File: src/hw/control_pkg.sv
`default_nettype none

package control_pkg;

    // Phases of one time step, plus idle for host access
    typedef enum logic [1:0] {
        idle   = 2'd0,
        stream = 2'd1,
        bounce = 2'd2,
        zero   = 2'd3
    } seq_state_t;

    // Number of time steps requested or left
    typedef logic [15:0] step_count_t;

endpackage

`default_nettype wire

File: src/hw/lattice_pkg.sv
`default_nettype none

package lattice_pkg;

    // One distribution value per direction per cell
    typedef logic [15:0] dist_t;

    // Linear cell index, row * grid_width + column
    typedef logic [7:0] cell_addr_t;

    // D2Q9 directions, north is row - 1 and east is column + 1
    typedef enum logic [3:0] {
        dir_rest = 4'd0,
        dir_n    = 4'd1,
        dir_ne   = 4'd2,
        dir_e    = 4'd3,
        dir_se   = 4'd4,
        dir_s    = 4'd5,
        dir_sw   = 4'd6,
        dir_w    = 4'd7,
        dir_nw   = 4'd8
    } dir_t;

    localparam int num_dirs = 9;

    ////////////////////////////////////////////////////////////////////
    // Direction helpers

    function automatic dir_t dir_opposite(dir_t d);
        case (d)
            dir_n:   return dir_s;
            dir_ne:  return dir_sw;
            dir_e:   return dir_w;
            dir_se:  return dir_nw;
            dir_s:   return dir_n;
            dir_sw:  return dir_ne;
            dir_w:   return dir_e;
            dir_nw:  return dir_se;
            default: return dir_rest;
        endcase
    endfunction

    // Row offset of one move
    function automatic int dir_drow(dir_t d);
        case (d)
            dir_n, dir_ne, dir_nw: return -1;
            dir_s, dir_se, dir_sw: return 1;
            default:               return 0;
        endcase
    endfunction

    // Column offset of one move
    function automatic int dir_dcol(dir_t d);
        case (d)
            dir_ne, dir_e, dir_se: return 1;
            dir_sw, dir_w, dir_nw: return -1;
            default:               return 0;
        endcase
    endfunction

endpackage

`default_nettype wire

File: src/hw/step_sequencer.sv
`timescale 1ns/1ps
`default_nettype none

module step_sequencer #(
    parameter int grid_width  = 6,
    parameter int grid_height = 4
) (
    input  logic                             clk,
    input  logic                             rst,
    input  logic                             start,
    input  control_pkg::step_count_t         steps,
    input  logic [grid_width*grid_height-1:0] barriers,
    output logic                             busy,
    output logic                             done,
    input  logic                             host_wr_en,
    input  logic                             host_rd_en,
    input  lattice_pkg::cell_addr_t          host_addr,
    input  lattice_pkg::dir_t                host_dir,
    input  lattice_pkg::dist_t               host_wdata,
    output lattice_pkg::dist_t               host_rdata,
    output logic                             host_rvalid,
    output lattice_pkg::cell_addr_t          scan_cell,
    input  lattice_pkg::cell_addr_t          nbr_addr [lattice_pkg::num_dirs],
    input  logic [lattice_pkg::num_dirs-1:0] nbr_valid,
    output logic                             rd_bank,
    output lattice_pkg::cell_addr_t          rd_addr,
    input  lattice_pkg::dist_t               rd_data [lattice_pkg::num_dirs],
    output logic                             wr_bank,
    output logic [lattice_pkg::num_dirs-1:0] wr_en,
    output lattice_pkg::cell_addr_t          wr_addr [lattice_pkg::num_dirs],
    output lattice_pkg::dist_t               wr_data [lattice_pkg::num_dirs]
);

    localparam int depth = grid_width * grid_height;
    localparam int idx_w = (depth > 1) ? $clog2(depth) : 1;
    localparam lattice_pkg::cell_addr_t last_cell = lattice_pkg::cell_addr_t'(depth - 1);

    control_pkg::seq_state_t  state;
    control_pkg::step_count_t steps_left;
    lattice_pkg::cell_addr_t  scan_idx;
    lattice_pkg::dir_t        host_dir_q;
    logic                     issue;
    logic                     arr_valid;
    logic                     cur_bank;
    logic                     arr_barrier;

    ////////////////////////////////////////////////////////////////////
    // Phase FSM and cell scan

    always_ff @(posedge clk or negedge rst)
    begin
        if (!rst)
        begin
            state       <= control_pkg::idle;
            steps_left  <= '0;
            scan_idx    <= '0;
            scan_cell   <= '0;
            issue       <= 1'b0;
            arr_valid   <= 1'b0;
            cur_bank    <= 1'b0;
            done        <= 1'b0;
            host_rvalid <= 1'b0;
        end
        else
        begin
            done        <= 1'b0;
            host_rvalid <= (state == control_pkg::idle) && host_rd_en;
            // Read data of scan_idx arrives one cycle later as scan_cell
            arr_valid   <= issue;
            scan_cell   <= scan_idx;

            case (state)
                control_pkg::idle:
                begin
                    if (start && (steps != '0))
                    begin
                        state      <= control_pkg::stream;
                        steps_left <= steps;
                        scan_idx   <= '0;
                        issue      <= 1'b1;
                    end
                end
                control_pkg::stream, control_pkg::bounce:
                begin
                    if (issue)
                    begin
                        scan_idx <= scan_idx + 1'b1;
                        issue    <= (scan_idx != last_cell);
                    end
                    // Phase ends when the last cell's data has been used
                    if (arr_valid && (scan_cell == last_cell))
                    begin
                        scan_idx <= '0;
                        if (state == control_pkg::stream)
                        begin
                            state <= control_pkg::bounce;
                            issue <= 1'b1;
                        end
                        else
                        begin
                            state <= control_pkg::zero;
                            issue <= 1'b0;
                        end
                    end
                end
                control_pkg::zero:
                begin
                    if (scan_idx == last_cell)
                    begin
                        // Next bank becomes current
                        cur_bank   <= !cur_bank;
                        steps_left <= steps_left - 1'b1;
                        scan_idx   <= '0;
                        if (steps_left == control_pkg::step_count_t'(1))
                        begin
                            state <= control_pkg::idle;
                            done  <= 1'b1;
                        end
                        else
                        begin
                            state <= control_pkg::stream;
                            issue <= 1'b1;
                        end
                    end
                    else
                    begin
                        scan_idx <= scan_idx + 1'b1;
                    end
                end
                default:
                begin
                    state <= control_pkg::idle;
                end
            endcase
        end
    end

    always_ff @(posedge clk)
    begin
        host_dir_q <= host_dir;
    end

    assign busy       = (state != control_pkg::idle);
    assign host_rdata = rd_data[host_dir_q];

    ////////////////////////////////////////////////////////////////////
    // Memory port control

    // Bounce works on the values that stream left in the next bank
    assign rd_bank     = (state == control_pkg::bounce) ? !cur_bank : cur_bank;
    assign rd_addr     = (state == control_pkg::idle) ? host_addr : scan_idx;
    assign wr_bank     = (state == control_pkg::idle) ? cur_bank : !cur_bank;
    assign arr_barrier = barriers[scan_cell[idx_w-1:0]];

    always_comb
    begin
        lattice_pkg::dir_t opp;

        for (int d = 0; d < lattice_pkg::num_dirs; d++)
        begin
            opp        = lattice_pkg::dir_opposite(lattice_pkg::dir_t'(d));
            wr_en[d]   = 1'b0;
            wr_addr[d] = nbr_addr[d];
            wr_data[d] = rd_data[d];

            case (state)
                control_pkg::idle:
                begin
                    wr_en[d]   = host_wr_en && (int'(host_dir) == d);
                    wr_addr[d] = host_addr;
                    wr_data[d] = host_wdata;
                end
                control_pkg::stream:
                begin
                    // Fluid cells push every direction to its neighbour
                    wr_en[d] = arr_valid && !arr_barrier && nbr_valid[d];
                end
                control_pkg::bounce:
                begin
                    wr_data[d] = rd_data[opp];
                    wr_en[d]   = arr_valid && arr_barrier && nbr_valid[d] &&
                                 !barriers[nbr_addr[d][idx_w-1:0]];
                end
                default:
                begin
                    wr_addr[d] = scan_idx;
                    wr_data[d] = '0;
                    wr_en[d]   = barriers[scan_idx[idx_w-1:0]];
                end
            endcase
        end
    end

    a_no_host_while_busy: assert property (@(posedge clk) disable iff (!rst)
        busy |-> !(host_wr_en || host_rd_en))
        else $error("step_sequencer: host access while busy");

    // No scan read or write is still in flight once the FSM is idle
    a_idle_pipe_empty: assert property (@(posedge clk) disable iff (!rst)
        !busy |-> !(issue || arr_valid))
        else $error("step_sequencer: scan pipeline active in idle");

endmodule

`default_nettype wire

File: config.mk
export PLATFORM = sky130hd
export DESIGN_NAME = step_sequencer
export DESIGN_NICKNAME = d
export VERILOG_FILES = /design/src/hw/control_pkg.sv /design/src/hw/lattice_pkg.sv /design/src/hw/step_sequencer.sv
export SDC_FILE = /design/constraint.sdc
export NUM_CORES = 1
export LEC_CHECK = 0
export BUFFER_PORTS_ARGS = -buffer_cell sky130_fd_sc_hd__buf_4
export CAP_MARGIN = 5
export CORE_AREA = 5 5 217 219
export CTS_CLUSTER_DIAMETER = 120
export DETAILED_ROUTE_END_ITERATION = 16
export DIE_AREA = 0 0 222 224
export SYNTH_ARGS = -nofsm -noshare
export SYNTH_HDL_FRONTEND = slang
export SYNTH_SLANG_ARGS = --single-unit
File: constraint.sdc
create_clock -name clk -period 3 [get_ports clk]
set_input_delay 0.3 -clock clk [delete_from_list [all_inputs] [get_ports clk]]
set_output_delay 0.3 -clock clk [all_outputs]
set_load 0.02 [all_outputs]
=== After elaboration in Yosys (flattened, before gate mapping) ===
Cells that the tools add are included.

* Register bits: 43
* Latch bits: 0
* RAM bits: 0
* Memory bits (read-only): 0
* Input bits: 298
* Output and inout port bits: 262
* Logic and storage cells: 187
* Memories kept: 0

* Add/sub/neg operators: 2
* Multiply operators: 0
* Div/mod/pow operators: 0
* Magnitude comparators: 12
* Equal/unequal tests: 20
* Shift-type cells: 0
* Mux-type cells: 79
* Bitwise operators: 1
* Reductions and logical operators: 63

{| class="wikitable"
|+ Operators by type and width
! kind !! number
|-
| 16-bit one-hot mux with 3 select lines || 8
|-
| 8-bit one-hot mux with 2 select lines || 9
|-
| 5-bit by 6-bit less-than comparator with 1-bit output (second input constant) || 11
|-
| 16-bit binary-select mux with 4-bit select || 1
|-
| 16-bit 2-to-1 mux || 4
|-
| 16-bit one-hot mux with 2 select lines || 2
|-
| 1-bit binary-select mux with 5-bit select || 11
|-
| 1-bit logical AND || 41
|-
| 8-bit 2-to-1 mux || 5
|-
| 1-bit one-hot mux with 3 select lines || 10
|-
| 1-bit 2-to-1 mux || 24
|-
| 8-bit one-hot mux with 3 select lines || 1
|-
| 4-bit == test (second input constant) || 5
|-
| 16-bit by 1-bit == test with 1-bit output (second input constant) || 1
|-
| 8-bit by 5-bit == test with 1-bit output (second input constant) || 2
|-
| 16-bit nonzero test || 1
|-
| 16-bit by 1-bit subtractor with 16-bit output (second input constant) || 1
|-
| 1-bit logical NOT || 11
|-
| 3-bit AND reduction || 3
|-
| 8-bit by 1-bit adder with 8-bit output (second input constant) || 1
|-
| 4-bit by 3-bit == test with 1-bit output (second input constant) || 2
|-
| 8-bit by 5-bit != test with 1-bit output (second input constant) || 1
|-
| 2-bit 2-to-1 mux || 3
|-
| 2-bit one-hot mux with 3 select lines || 1
|-
| other kinds (13) || 18
|}

=== Logic depth before layout (Yosys ltp) ===
* Word-level depth: 6
* Mapped depth: 9

=== Least setup slack after synthesis ===
No wires, ideal clock.

* Path kind: flip-flop to output port
* From: reg scan_cell[0]
* To: out wr_en[0] in the netlist's numbering
* Data arrival time: 2.121 ns
* Required time: 2.700 ns
* Setup slack: 0.579 ns
* Stages on the path, launching flop included: 6
* Cells stage by stage: dfrtp_1 mux4_2 o21a_1 nor4_4 a21oi_1 o21ai_1

* Word-level cells in the longest chain between the ends: 6

{| class="wikitable"
|+ RTL lines
! element !! RTL line !! text
|-
| start, declared || step_sequencer.sv:22 || <nowiki>output lattice_pkg::cell_addr_t scan_cell,</nowiki>
|-
| start signal, assigned || step_sequencer.sv:70 || <nowiki>scan_cell <= scan_idx;</nowiki>
|-
| 1-bit binary-select mux with 5-bit select * || step_sequencer.sv:153 || <nowiki>assign arr_barrier = barriers[scan_cell[idx_w-1:0]];</nowiki>
|-
| 1-bit 2-to-1 mux (implied by the code) * || step_sequencer.sv:153 ||
|-
| 1-bit logical AND / 1-bit logical NOT (equally long branches) || step_sequencer.sv:181, step_sequencer.sv:176 ||
|-
| 1-bit logical AND (on tied branches) (2 in series) || step_sequencer.sv:181, step_sequencer.sv:176 ||
|-
| 1-bit one-hot mux with 3 select lines * || step_sequencer.sv:166 || <nowiki>case (state)</nowiki>
|-
| end, declared || step_sequencer.sv:29 || <nowiki>output logic [lattice_pkg::num_dirs-1:0] wr_en,</nowiki>
|}

Mark *: on every way between the ends. The rest lies on a longest branch, timed or not. The select of a mux whose other input is x is not followed.

=== Worst setup path after layout ===
* From: reg scan_idx[1]
* To: out wr_en[4] in the netlist's numbering

* Word-level cells in the longest chain between the ends: 3

{| class="wikitable"
|+ RTL lines
! element !! RTL line !! text
|-
| start, declared || step_sequencer.sv:40 || <nowiki>lattice_pkg::cell_addr_t scan_idx;</nowiki>
|-
| start signal, assigned || step_sequencer.sv:87 || <nowiki>scan_idx <= scan_idx + 1'b1;</nowiki>
|-
| start signal, assigned || step_sequencer.sv:127 || <nowiki>scan_idx <= scan_idx + 1'b1;</nowiki>
|-
| 1-bit binary-select mux with 5-bit select || step_sequencer.sv:188 || <nowiki>wr_en[d] = barriers[scan_idx[idx_w-1:0]];</nowiki>
|-
| 1-bit 2-to-1 mux (implied by the code) || step_sequencer.sv:188 ||
|-
| 1-bit one-hot mux with 3 select lines || step_sequencer.sv:166 ||
|}

No other way between the ends. The select of a mux whose other input is x is not followed.

==> run metrics <==
unrepaired setup endpoints after global routing yes; Netlist cell types 69; DR iter-0 viols 1494; worst reg2reg endpoint steps_left[7]$_DFFE_PN0P_; DR vias/cell 5.61; slowest CP cell dfrtp_1; number of synthesized flops with an enable pin 0; Tcrit/Tclk final 0.962; I/O pins 560; first-pass GRT wire length roughly 84000 um; CP peak stage delay 0.66 ns; final setup violation count 0; timing-limited maximum frequency 346 MHz; GRT Residual Overflow 0; post-synthesis cell area just under 9000 um2; CTS max path bufs 2; largest net degree at the start of global routing a little under 100; vias in the first global route 12000; Vert. Die Dim 224 um; Layout area overhead 58.6%; Max-Cap Viols 0; status finished, violations left; detailed placer's ending HPWL 48700 um; RR Startpoint scan_idx[1]$_DFFE_PN0P_; Root Buffer clkbuf_16; Net count, final around 1900; later-pin clock latency in the skew report 0.30 ns; WP data arrival around 2.6 ns; GRT Total Usage 0.220; CTS tree yes; Max VDD drop 0.416 mV; per-cell routed wire length 26.9 um; Core Footprint roughly 45000 um2; crit end category output port; relative slew slack 0.427; worst slew pin tran 0.856 ns; initial antenna violation count 2; first-pass detailed-route iteration total 7; syn nets 1423; die width 222 um; most common cell in the netlist a21oi_1; CP cell instances mux4_2 > mux2i_1 > nor3_1 > o31a_1 > a221oi_1 > nand2_1 > buf_4; DRT antenna net count 0; row cnt just under 80; Post-Synthesis Cells approximately 1100; Worst Path Required 2.70 ns; post-route cell area 13900 um2; Synth area leader mux4_2; Initial Utilization 0.195; Max FO, Critical Path 14; Slew Viols, Final 0; critical path class reg2out; H-tree Lvls 2; Avg Cell Area, Syn 7.82 um2; Post-Route Setup TNS 0 ns; layout cells sized above 1 0.468; PortBufs 559; Post-synth ARST share 0.907; Synth area leaders mux4_2, a21oi_1, a22oi_1, dfrtp_1, nand2_1; flop-to-flop setup slack 0.58 ns; CTS Buf Count 5; FF+latch count, synth 43; Placed Area about 14000 um2; CTS clk-pin slew, worst paths 0.07 ns; total power 10900 uW; WHS -0.00538 ns; Post-Route Skew 0.00796 ns; Yosys top cell area share 0.237; full die area 49700 um2; sequential fraction of the synthesis area 0.121; Remaining DRCs 0; CP Launch Type register; CTS sink cnt 43; number of inserted diodes 0; worst hold path class in2async; Placer Congestion 1.00; fin crit period 2.89 ns; drt total wl 59500 um; via count 12400; Worst Reg2Reg Path Length in Cells 7; pwr/cell area approximately 790 nW/um2; yosys warns 0; Most used DFF post-synth dfrtp_1; leakage power 0.00603 uW; failing checks negative hold slack; synth cell count leaders a21oi_1, nand2_1, a22oi_1, mux4_2, clkbuf_1; final hold vios 10
## final cells by class
type | instances | area, um2
Clock inverter | 3 | 43.8
Sequential cell | 43 | 1060
Timing Repair Buffer | 620 | 4740
Clock buffer | 5 | 125
Multi-Input combinational cell | 931 | 7080
Fill cell | 4857 | 31000
Inverter | 15 | 56.3
Tap cell | 600 | 751
## metal layers
metal	global-route usage	share of wire	vias to the layer above
met2	0.385	0.49	896
li1	-	-	5362
met5	0	0.00045	-
met3	0.0415	0.087	141
met1	0.264	0.37	6027
met4	0.0952	0.053	4
## power by group
group          internal (uW)  total, uW  switching (uW)  leakage, uW
logic                   3730       9310            5580      0.00543
clock network            394        653             260    0.0000838
registers                725        962             237     0.000515
## through the flow
step,utilization,worst slack (ns),instances
2_1_floorplan,-,0.579,1118
6_report,0.309,0.114,2217
4_1_cts,0.308,0.0267,2214
3_3_place_gp,0.304,-0.0192,2206
5_1_grt,0.309,-0.0129,2217
3_5_place_dp,0.304,-0.111,2206
## registers in the layout (all words and copies together), names as in the netlist
| signal | flops |
|---|---|
| host_rvalid | 1 |
| done | 1 |
| arr_valid | 1 |
| state | 2 |
| steps_left | 16 |
| cur_bank | 1 |
| host_dir_q | 4 |
| issue | 1 |
| scan_cell | 8 |
| scan_idx | 8 |
## repair_timing
action	in CTS	in global routing
resized for setup	1	1
setup buffers	0	3
setup endpoints to repair	1	8
hold buffers	0	0
gates cloned	0	0
pin swaps	0	1
## how the worst max path moves through the flow
stage	from	to	slack, ns	depth (start not counted)
2_1_floorplan	scan_cell[0]$_DFF_PN0_	wr_en[0]	0.58	5
3_3_place_gp	nbr_addr[0]	wr_en[8]	-0.02	8
3_5_place_dp	nbr_addr[0]	wr_en[8]	-0.11	8
4_1_cts	scan_idx[0]$_DFFE_PN0P_	wr_en[4]	0.03	7
5_1_grt	scan_idx[0]$_DFFE_PN0P_	wr_en[4]	-0.01	7
6_report	scan_idx[1]$_DFFE_PN0P_	wr_en[4]	0.11	7
## worst max-delay path, delay by kind of cell (launching register included)
family / cells / cell delay, ns
buffers and inverters: 1 / 0.18
multiplexers: 2 / 0.55
AND/OR/NAND/NOR: 2 / 0.23
AO/OA/AOI/OAI: 2 / 0.67
flip-flops: 1 / 0.66
## cells in the final DEF, fill, tap and decap left out, types with 3 or more instances in the layout
master / instances
nor2b_1: 7
nand3_1: 17
nand2_1: 152
o31ai_1: 3
nor4_1: 7
o21ai_1: 14
mux2i_1: 40
nand4_1: 3
dfrtp_1: 38
and3_1: 6
o22ai_1: 21
ha_4: 4
nor3b_1: 4
and2_1: 4
inv_1: 13
a21oi_1: 254
o21ai_0: 51
ha_1: 3
nor3_1: 15
a22oi_1: 131
dfxtp_2: 3
a41oi_1: 3
a31oi_1: 4
clkbuf_16: 5
buf_12: 7
nand2b_1: 5
buf_4: 613
or2_2: 3
o221a_2: 3
mux4_2: 92
mux2_2: 11
nor2_1: 32
## logic make-up (layout without fill, tap and decap cells)
kind of cell,Yosys count,in the layout,share of synthesized area
AND/OR/NAND/NOR,267,267,0.140
AO/OA/AOI/OAI,506,506,0.347
XOR/XNOR,4,4,0.00401
flip-flops,43,43,0.121
buffers and inverters,144,643,0.0757
adder cells (fa/ha/maj),7,7,0.0100
multiplexers,147,147,0.303
Note: power is estimated with default switching activity, not from simulation.
