===== src/hw/lattice_pkg.sv =====
`default_nettype none

package lattice_pkg;

    // One distribution value per direction per cell
    typedef logic [15:0] dist_t;

    // Linear cell index, row * grid_width + column
    typedef logic [7:0] cell_addr_t;

    // D2Q9 directions, north is row - 1 and east is column + 1
    typedef enum logic [3:0] {
        dir_rest = 4'd0,
        dir_n    = 4'd1,
        dir_ne   = 4'd2,
        dir_e    = 4'd3,
        dir_se   = 4'd4,
        dir_s    = 4'd5,
        dir_sw   = 4'd6,
        dir_w    = 4'd7,
        dir_nw   = 4'd8
    } dir_t;

    localparam int num_dirs = 9;

    ////////////////////////////////////////////////////////////////////
    // Direction helpers

    function automatic dir_t dir_opposite(dir_t d);
        case (d)
            dir_n:   return dir_s;
            dir_ne:  return dir_sw;
            dir_e:   return dir_w;
            dir_se:  return dir_nw;
            dir_s:   return dir_n;
            dir_sw:  return dir_ne;
            dir_w:   return dir_e;
            dir_nw:  return dir_se;
            default: return dir_rest;
        endcase
    endfunction

    // Row offset of one move
    function automatic int dir_drow(dir_t d);
        case (d)
            dir_n, dir_ne, dir_nw: return -1;
            dir_s, dir_se, dir_sw: return 1;
            default:               return 0;
        endcase
    endfunction

    // Column offset of one move
    function automatic int dir_dcol(dir_t d);
        case (d)
            dir_ne, dir_e, dir_se: return 1;
            dir_sw, dir_w, dir_nw: return -1;
            default:               return 0;
        endcase
    endfunction

endpackage

`default_nettype wire


===== src/hw/neighbor_addr.sv =====
`timescale 1ns/1ps
`default_nettype none

module neighbor_addr #(
    parameter int grid_width  = 6,
    parameter int grid_height = 4
) (
    input  lattice_pkg::cell_addr_t          scan_cell,
    output lattice_pkg::cell_addr_t          nbr_addr [lattice_pkg::num_dirs],
    output logic [lattice_pkg::num_dirs-1:0] nbr_valid
);

    ////////////////////////////////////////////////////////////////////
    // Row and column split followed by one move per direction

    always_comb
    begin
        int row;
        int col;
        int nrow;
        int ncol;
        lattice_pkg::dir_t dir;

        row = int'(scan_cell) / grid_width;
        col = int'(scan_cell) % grid_width;

        for (int d = 0; d < lattice_pkg::num_dirs; d++)
        begin
            dir  = lattice_pkg::dir_t'(d);
            nrow = row + lattice_pkg::dir_drow(dir);
            ncol = col + lattice_pkg::dir_dcol(dir);

            // No wrap-around on any edge
            nbr_valid[d] = (nrow >= 0) && (nrow < grid_height) &&
                           (ncol >= 0) && (ncol < grid_width);

            if (nbr_valid[d])
            begin
                nbr_addr[d] = lattice_pkg::cell_addr_t'(nrow * grid_width + ncol);
            end
            else
            begin
                nbr_addr[d] = scan_cell;
            end
        end
    end

endmodule

`default_nettype wire


===== config.mk =====
export PLATFORM = sky130hd
export DESIGN_NAME = neighbor_addr
export DESIGN_NICKNAME = d
export VERILOG_FILES = /design/src/hw/lattice_pkg.sv /design/src/hw/neighbor_addr.sv
export SDC_FILE = /design/constraint.sdc
export NUM_CORES = 1
export LEC_CHECK = 0
export ABC_AREA = 1
export BUFFER_PORTS_ARGS = -buffer_cell sky130_fd_sc_hd__buf_2
export CORE_MARGIN = 2
export CORE_UTILIZATION = 67
export DETAILED_ROUTE_END_ITERATION = 10
export GPL_TIMING_DRIVEN = 0
export PLACE_DENSITY = 0.9
export REMOVE_ABC_BUFFERS = 1
export SLEW_MARGIN = 10
export SYNTH_ARGS = -nofsm -noshare
export SYNTH_HDL_FRONTEND = slang
export SYNTH_SLANG_ARGS = --single-unit
export TNS_END_PERCENT = 20

===== constraint.sdc =====
create_clock -name vclk -period 36.5
set_input_delay 9.125 -clock vclk [all_inputs]
set_output_delay 9.125 -clock vclk [all_outputs]
set_load 0.1 [all_outputs]

# Word level (Yosys, flattened, before mapping)
# Index checks and enable logic that the tools add are counted.
[totals] latchBits=0 mem_bits_ro=0 register_bits=0 input_bits=8 output_inout_bits=81 ram_bits=0 mem_count=0 elab_cells=60
[op_classes] n_lt_le_gt_ge=12 n_eq_ne=0 mul=3 n_reduce_logical=21 add_sub_neg=13 div=2 bitwise=0 muxes=9 shift=0
[op_table] cell="$ge 32x1->1 const B" n=6
[op_table] cell="$lt 32x4->1 const B" n=6
[op_table] cell="$mul 32x3->7 const B" n=3
[op_table] cell="$add 8x8->8" n=9
[op_table] cell="$mux 8" n=9
[op_table] cell="$add 32x1->32 const B" n=2
[op_table] cell="$add 32x2->32 const B" n=2
[op_table] cell="$div 9x4->32 const B" n=1
[op_table] cell="$mod 9x4->32 const B" n=1
[op_table] cell="$logic_and 1x1->1" n=21

# Longest topological paths before layout
# Gate-level depths: netlist of the first run.
[logic_depth] depth_word=7 mapped_depth=57 depth_no_buf=55

# Worst setup path before layout of the first run
# Ideal clock, no wire load.
[synth_timing] path_kind="input port to output port" startpoint="input scan_cell[0]" endpoint="output nbr_addr[58] in the netlist's numbering" required_time_ps=27375 path_buffers=5 cell_stages=46 arrival_ps=16605 setup_slack_ps=10770 path_cell_list="clkbuf_1 > clkinv_1 > ha_1 > nand2_1 > nor2_2 > nand2_2 > nand4_1 > nand3_2 > buf_6 > nand2_1 > nand2_1 > nand3_2 > nor2_2 > nor2_8 > nand3_4 > nand2_2 > nand2_4 > inv_2 > [... 10 more ...] > nand3_2 > nand3_4 > buf_6 > inv_2 > ha_1 > inv_1 > nand2_1 > nand2_1 > inv_1 > xor2_1 > inv_1 > ha_1 > inv_1 > a2111oi_0 > nand2_2 > nor2_1 > buf_2 > o21ai_0"
[synth_rtl] item="from (decl)" line="neighbor_addr.sv:8" source="input lattice_pkg::cell_addr_t scan_cell,"
[synth_rtl] item="to (decl)" line="neighbor_addr.sv:9" source="output lattice_pkg::cell_addr_t nbr_addr [lattice_pkg::num_dirs],"

==> flow_metrics.tcl, run 1 <==
set metrics [dict create \
    synth_top_area_share_pct 18.7 \
    hp-class "in -> out" \
    viasPerCell 5.81 \
    wl_um 19000 \
    crit_path_start "scan_cell[1]" \
    cp_max_fo 25 \
    cts_setup_buffers 0 \
    ioPinCount 89 \
    num_vias 7067 \
    remaining_drc_errors 0 \
    yosys.area.top_type "nand2_1" \
    fin_setup_tns_ns 0 \
    rows 35 \
    gp_congestion 0.984 \
    register_area_um2 0 \
    max_freq_ghz 0.0366 \
    criticalPathCategory "in -> out" \
    required_ns 27.37 \
    synth_area_per_cell_um2 5.94 \
    n_antenna_cell 0 \
    grt_max_degree 28 \
    io_buffer_count 89 \
    finalNonFillerCells 1217 \
    n_fill_cell 846 \
    worst_pin_slew_ns 0.978 \
    grt_pass1_wl_um 30300 \
    area_growth_pct 6.61 \
    flops_and_latches 0 \
    path_buf_inv 10 \
    cp.arrival_ns 18.19 \
    synth-seq-area-share_pct 0 \
    maxSlewHeadroom_pct 34.5 \
    dp.cells 1217 \
    ys_warn_count 0 \
    rsz0062_at_grt "false" \
    place_hpwl_um 15400 \
    finalSetupViolCount 0 \
    fin_area_mm2 0.00658 \
    critical_path.max_stage_delay_ns 0.67 \
    die_area_mm2 0.0100 \
    initial_core_util_pct 67.8 \
    hp-start "scan_cell[0]" \
    synthTopCellsByArea "nand2_1 19%, ha_1 18%, nand3_1 8.8%" \
    hold_viol 0 \
    overflow 0 \
    cp-end-kind "output port" \
    report.final.slew_viol_count 0 \
    start_kind "input pin" \
    coreArea_mm2 0.00911 \
    antenna_found_initial 0 \
    nClkBuffers 0 \
    netlist_instances 1039 \
    cts_resized 0 \
    drt_first_pass_iters 5 \
    die_w_um 100 \
    setup_ws_ns 9.18 \
    final_nets 1214 \
    synth_cell_types 47 \
    crit_family "simple AND/OR/NAND/NOR gates" \
    drive_gt1_share_pct 17.6 \
    drt_iter0_markers 588 \
    critPathSlowestCell "ha_1" \
    wire_per_inst_um 15.6 \
    grt_pass1_vias 6100 \
    dpl_cell_area_mm2 0.00658 \
    min_period_over_period_pct 74.8 \
    ant_nets 0 \
    grt_usage_pct 37.8 \
    syn_area_mm2 0.00617 \
    pre_cts_ws_ns 9.31 \
    die_y_um 100 \
    cts_hold_buf 0 \
    post-route-min-period_ns 27.32 \
    status "completed" \
    path_common_cell "nand2_1" \
    cap_viol_max_count 0 \
]
## final timing paths
path | depth (start not counted) | slack, ns | end
worst min-delay path | 2 | 18.77 | nbr_addr[56]
worst max-delay path | 46 | 9.18 | nbr_addr[7]
## cells in the final DEF (no fill, tap or decap), drive strengths merged, types with 3 or more instances in the layout
cell type	n
xor2	58
nand3b	4
a21oi	45
mux2i	3
nand3	123
nand4	22
nor2	70
buf	89
nand2	337
xnor2	18
clkinv	4
o21ai	57
fa	10
or2	7
inv	154
ha	88
## synth_stat cells (2+ instances only)
| master | instances |
|---|---|
| mux2i_1 | 3 |
| fa_1 | 10 |
| buf_2 | 3 |
| ha_1 | 88 |
| nand3b_1 | 4 |
| nand3_4 | 5 |
| a21boi_0 | 2 |
| nor2_2 | 15 |
| clkbuf_1 | 3 |
| nand3_1 | 108 |
| inv_1 | 129 |
| xnor2_1 | 18 |
| a21oi_1 | 44 |
| o21ai_1 | 21 |
| buf_6 | 8 |
| nand4_4 | 3 |
| or2_1 | 2 |
| nor2_1 | 44 |
| o21ai_0 | 35 |
| o21bai_1 | 2 |
| or2_2 | 4 |
| clkinv_2 | 2 |
| a21o_1 | 2 |
| inv_2 | 25 |
| nor2_4 | 9 |
| buf_4 | 8 |
| nand2_2 | 24 |
| nand4_1 | 19 |
| xor2_1 | 58 |
| nand2_4 | 5 |
| nor2_8 | 2 |
| nand2_1 | 308 |
| clkinv_1 | 2 |
| o211ai_1 | 2 |
| nand3_2 | 10 |
## metrics by stage
step                      utilization (%)  hold WS (ns)
after global placement               72.3         18.77
after floorplan                         -         18.25
after CTS                            72.3         18.76
after detailed placement             72.3         18.76
final                                72.3         18.77
after global routing                 72.3         18.77
## area by class of cell
type                       instances  area (um^2)  area share [%]
inverter                         158          596            9.05
multi-input combinational        859         5400            82.1
tap                              111          139            2.11
timing repair buffer              89          445            6.77
## cell families (layout without fill, tap and decap cells)
family | Yosys count | count (layout) | synth area share, %
AO/OA/AOI/OAI | 116 | 116 | 10.3
XOR/XNOR | 76 | 76 | 10.8
multiplexers | 3 | 3 | 0.486
buffers and inverters | 180 | 247 | 12.5
AND/OR/NAND/NOR | 566 | 566 | 44.8
adder cells (fa/ha/maj) | 98 | 98 | 21.1
## per-layer routing
metal / track usage [%] / wire (um) / share of wire [%]
met1: 51.8 / 7920 / 42
met5: 0 / 0 / 0
met4: 11.7 / 748 / 3.9
met2: 62.5 / 8470 / 44
met3: 3.90 / 1910 / 10
Power of run 1 is not shown: default switching activity piles up to over one toggle a cycle in this logic, so the estimate is an artifact.
==> inputs of run 2 (changes only) <==
--- a/config.mk
+++ b/config.mk
@@ -8,10 +8,10 @@
 export ABC_AREA = 1
 export BUFFER_PORTS_ARGS = -buffer_cell sky130_fd_sc_hd__buf_2
 export CORE_MARGIN = 2
-export CORE_UTILIZATION = 67
+export CORE_UTILIZATION = 62
 export DETAILED_ROUTE_END_ITERATION = 10
 export GPL_TIMING_DRIVEN = 0
-export PLACE_DENSITY = 0.9
+export PLACE_DENSITY = 0.84
 export REMOVE_ABC_BUFFERS = 1
 export SLEW_MARGIN = 10
 export SYNTH_ARGS = -nofsm -noshare
==> constraint.sdc (replaced) <==
create_clock -name vclk -period 27.8
set_input_delay 6.95 -clock vclk [all_inputs]
set_output_delay 6.95 -clock vclk [all_outputs]
set_load 0.1 [all_outputs]
==> run 2 against run 1 <==
First-iteration DRC count up 15%. Cell count up 1.8%. Clock-buffer cell count unchanged. Core utilization down 4.3 points. Via count down 2.7%. Routed wire length down 2.9%. Global-route usage down 3.6 points. Worst setup slack worse by 4.4 ns. Critical path type unchanged. Highest routed layer unchanged.
==> flow_metrics.tcl, run 2 (synthesis results as in run 1) <==
set metrics [dict create \
    status "completed" \
    io_buffer_count 89 \
    grt_pass1_wl_um 30500 \
    maxSlewHeadroom_pct 36.5 \
    start_kind "input pin" \
    initial_core_util_pct 63.5 \
    overflow 0 \
    wire_per_inst_um 14.9 \
    cap_viol_max_count 0 \
    dp.cells 1239 \
    place_hpwl_um 15100 \
    hold_viol 0 \
    fin_setup_tns_ns 0 \
    path_common_cell "nand2_1" \
    cp_max_fo 25 \
    die_w_um 104 \
    wl_um 18500 \
    final_util_pct 67.9 \
    ioPinCount 89 \
    grt_pass1_vias 6200 \
    n_antenna_cell 0 \
    ant_nets 0 \
    n_fill_cell 989 \
    critPathSlowestCell "ha_1" \
    criticalPathCategory "in -> out" \
    setup_ws_ns 4.82 \
    flops_and_latches 0 \
    die_y_um 104 \
    nClkBuffers 0 \
    cp.arrival_ns 16.03 \
    cp-end-kind "output port" \
    register_area_um2 0 \
    remaining_drc_errors 0 \
    post-route-min-period_ns 22.98 \
    finalSetupViolCount 0 \
    grt_max_degree 28 \
    worst_pin_slew_ns 0.949 \
    die_area_mm2 0.0108 \
    min_period_over_period_pct 82.7 \
    drive_gt1_share_pct 17.6 \
    coreArea_mm2 0.00973 \
    drt_iter0_markers 674 \
    grt_usage_pct 34.2 \
    max_freq_ghz 0.0435 \
    cts_resized 0 \
    viasPerCell 5.55 \
    hp-class "in -> out" \
    drt_first_pass_iters 5 \
    required_ns 20.85 \
    finalNonFillerCells 1239 \
    multiInputGateArea_mm2 0.00540 \
    antenna_found_initial 0 \
    rows 36 \
    cts_hold_buf 0 \
    final_nets 1214 \
    report.final.slew_viol_count 0 \
    critical_path.max_stage_delay_ns 0.64 \
    num_vias 6874 \
    gp_congestion 1.06 \
    area_growth_pct 7.05 \
    final_cell_mix "308 x nand2_1, 129 x inv_1, 108 x nand3_1, 89 x buf_2, 88 x ha_1" \
    pre_cts_ws_ns 4.95 \
    rsz0062_at_grt "false" \
    final_common_cell "nand2_1" \
    cts_setup_buffers 0 \
]
## run 2: cell counts in the layout (fill, tap and decap cells not counted)
No cell type changed its count.
## run 2: final timing paths
check	endpoint	from	depth (start not counted)
min	nbr_addr[24]	scan_cell[0]	2
max	nbr_addr[7]	scan_cell[1]	46
## run 2: worst max-delay path, delay by kind of cell
family                     cells  cell delay [ns]
adders and majority gates      6             2.34
AOI/OAI and AO/OA              6             0.80
and+or+nand+nor               22             3.77
buffers and inverters         10             1.75
xor gates and xnor gates       2             0.40
## run 2: layout make-up
cell class,count,area share [%]
multi-input cells,859,81.7
repair buffers,89,6.74
well taps,133,2.52
inverters,158,9.01
## run 2: metrics by stage
stage,area [um^2],hold WS [ns]
floorplan,6000,13.90
global placement,6610,14.42
detailed placement,6610,14.42
CTS,6610,14.42
global route,6610,14.43
finish,6610,14.42
## run 2: routing by layer
layer	GRT usage, %	share of wire, %	up-vias
met5	0	0	-
met1	47.1	44	3061
li1	-	-	3484
met2	56.6	45	291
met4	9.46	2.8	0
met3	3.40	8.7	38
Power of run 2 is left out for the same reason.
==> inputs of run 3 (changes only) <==
--- a/config.mk
+++ b/config.mk
@@ -8,10 +8,10 @@
 export ABC_AREA = 1
 export BUFFER_PORTS_ARGS = -buffer_cell sky130_fd_sc_hd__buf_2
 export CORE_MARGIN = 2
-export CORE_UTILIZATION = 62
+export CORE_UTILIZATION = 56
 export DETAILED_ROUTE_END_ITERATION = 10
 export GPL_TIMING_DRIVEN = 0
-export PLACE_DENSITY = 0.84
+export PLACE_DENSITY = 0.8
 export REMOVE_ABC_BUFFERS = 1
 export SLEW_MARGIN = 10
 export SYNTH_ARGS = -nofsm -noshare
==> constraint.sdc (replaced) <==
create_clock -name vclk -period 19.6
set_input_delay 4.9 -clock vclk [all_inputs]
set_output_delay 4.9 -clock vclk [all_outputs]
set_load 0.1 [all_outputs]
==> run 3 against run 2 <==
Die area is 10% higher. Via count is 0.95% lower. First-iteration DRC count is 14% lower. Non-clock buffer count stayed put. Sequential cell count stayed put. Cell count is 0.56% higher.
==> flow_metrics.tcl, run 3 (synthesis results as in run 1) <==
set metrics [dict create \
    critPathSlowestCell "xnor2_1" \
    wire_per_inst_um 15.3 \
    antenna_found_initial 0 \
    ant_nets 0 \
    max_freq_ghz 0.0532 \
    final_util_pct 61.3 \
    final_cell_mix "308 x nand2_1, 129 x inv_1, 108 x nand3_1, 89 x buf_2, 87 x ha_1" \
    hold_viol 0 \
    die_area_mm2 0.0119 \
    area_growth_pct 7.24 \
    cp.arrival_ns 13.89 \
    hp-class "in -> out" \
    dp.cells 1246 \
    ioPinCount 89 \
    post-route-min-period_ns 18.79 \
    cap_viol_max_count 0 \
    initial_core_util_pct 57.2 \
    cp_max_fo 25 \
    finalNonFillerCells 1246 \
    cp-end-kind "output port" \
    rsz0062_at_grt "false" \
    grt_usage_pct 31.7 \
    register_area_um2 0 \
    required_ns 14.70 \
    holdWs_ns 10.32 \
    start_kind "input pin" \
    status "completed" \
    cts_resized 0 \
    min_period_over_period_pct 95.9 \
    overflow 0 \
    n_fill_cell 1104 \
    wl_um 19000 \
    io_buffer_count 89 \
    cts_setup_buffers 0 \
    drt_first_pass_iters 5 \
    final_nets 1214 \
    flops_and_latches 0 \
    die_y_um 109 \
    rows 38 \
    report.final.slew_viol_count 0 \
    place_hpwl_um 15400 \
    remaining_drc_errors 0 \
    grt_max_degree 28 \
    critical_path.max_stage_delay_ns 0.48 \
    path_common_cell "nand2_1" \
    coreArea_mm2 0.0108 \
    drive_gt1_share_pct 17.7 \
    grt_pass1_wl_um 29600 \
    cts_hold_buf 0 \
    n_antenna_cell 0 \
    criticalPathCategory "in -> out" \
    grt_pass1_vias 6017 \
    fin_setup_tns_ns 0 \
    die_w_um 109 \
    drt_iter0_markers 577 \
    num_vias 6809 \
    finalSetupViolCount 0 \
    maxSlewHeadroom_pct 34.0 \
    final_common_cell "nand2_1" \
    nClkBuffers 0 \
    viasPerCell 5.46 \
    gp_congestion 1.00 \
    worst_pin_slew_ns 0.986 \
]
-- run 3: cell type report --
class | count | area (um^2) | area share (%)
multi-input cells | 859 | 5400 | 81.6
inverters | 158 | 596 | 9.00
repair buffers | 89 | 445 | 6.73
well taps | 140 | 175 | 2.65
-- run 3: final timing paths --
| path | slack [ns] | to | depth (start not counted) | startpoint |
|---|---|---|---|---|
| setup / recovery | 0.81 | nbr_addr[7] | 49 | scan_cell[1] |
| hold / removal | 10.32 | nbr_addr[64] | 2 | scan_cell[0] |
-- run 3: critical path: cells and delay by family --
kind	cells	cell delay [ns]
XOR/XNOR	4	1.05
buffers and inverters	12	1.96
AND/OR/NAND/NOR	21	3.39
AO/OA/AOI/OAI	5	0.62
adder cells (fa/ha/maj)	7	1.92
-- run 3: per-stage QoR --
stage	cell area, um^2	worst slack, ns
6_report	6620	0.808
5_1_grt	6620	0.0437
4_1_cts	6620	0.866
3_5_place_dp	6620	0.869
3_3_place_gp	6620	0.983
2_1_floorplan	6000	1.06
-- run 3: per-layer routing --
layer / vias up / track usage [%] / routed length (um)
met3: 53 / 2.93 / 1470
met5: - / 0 / 0
li1: 3477 / - / -
met1: 3037 / 42.9 / 8200
met4: 0 / 10.9 / 790
met2: 242 / 52.4 / 8550
Power of run 3 is left out for the same reason.
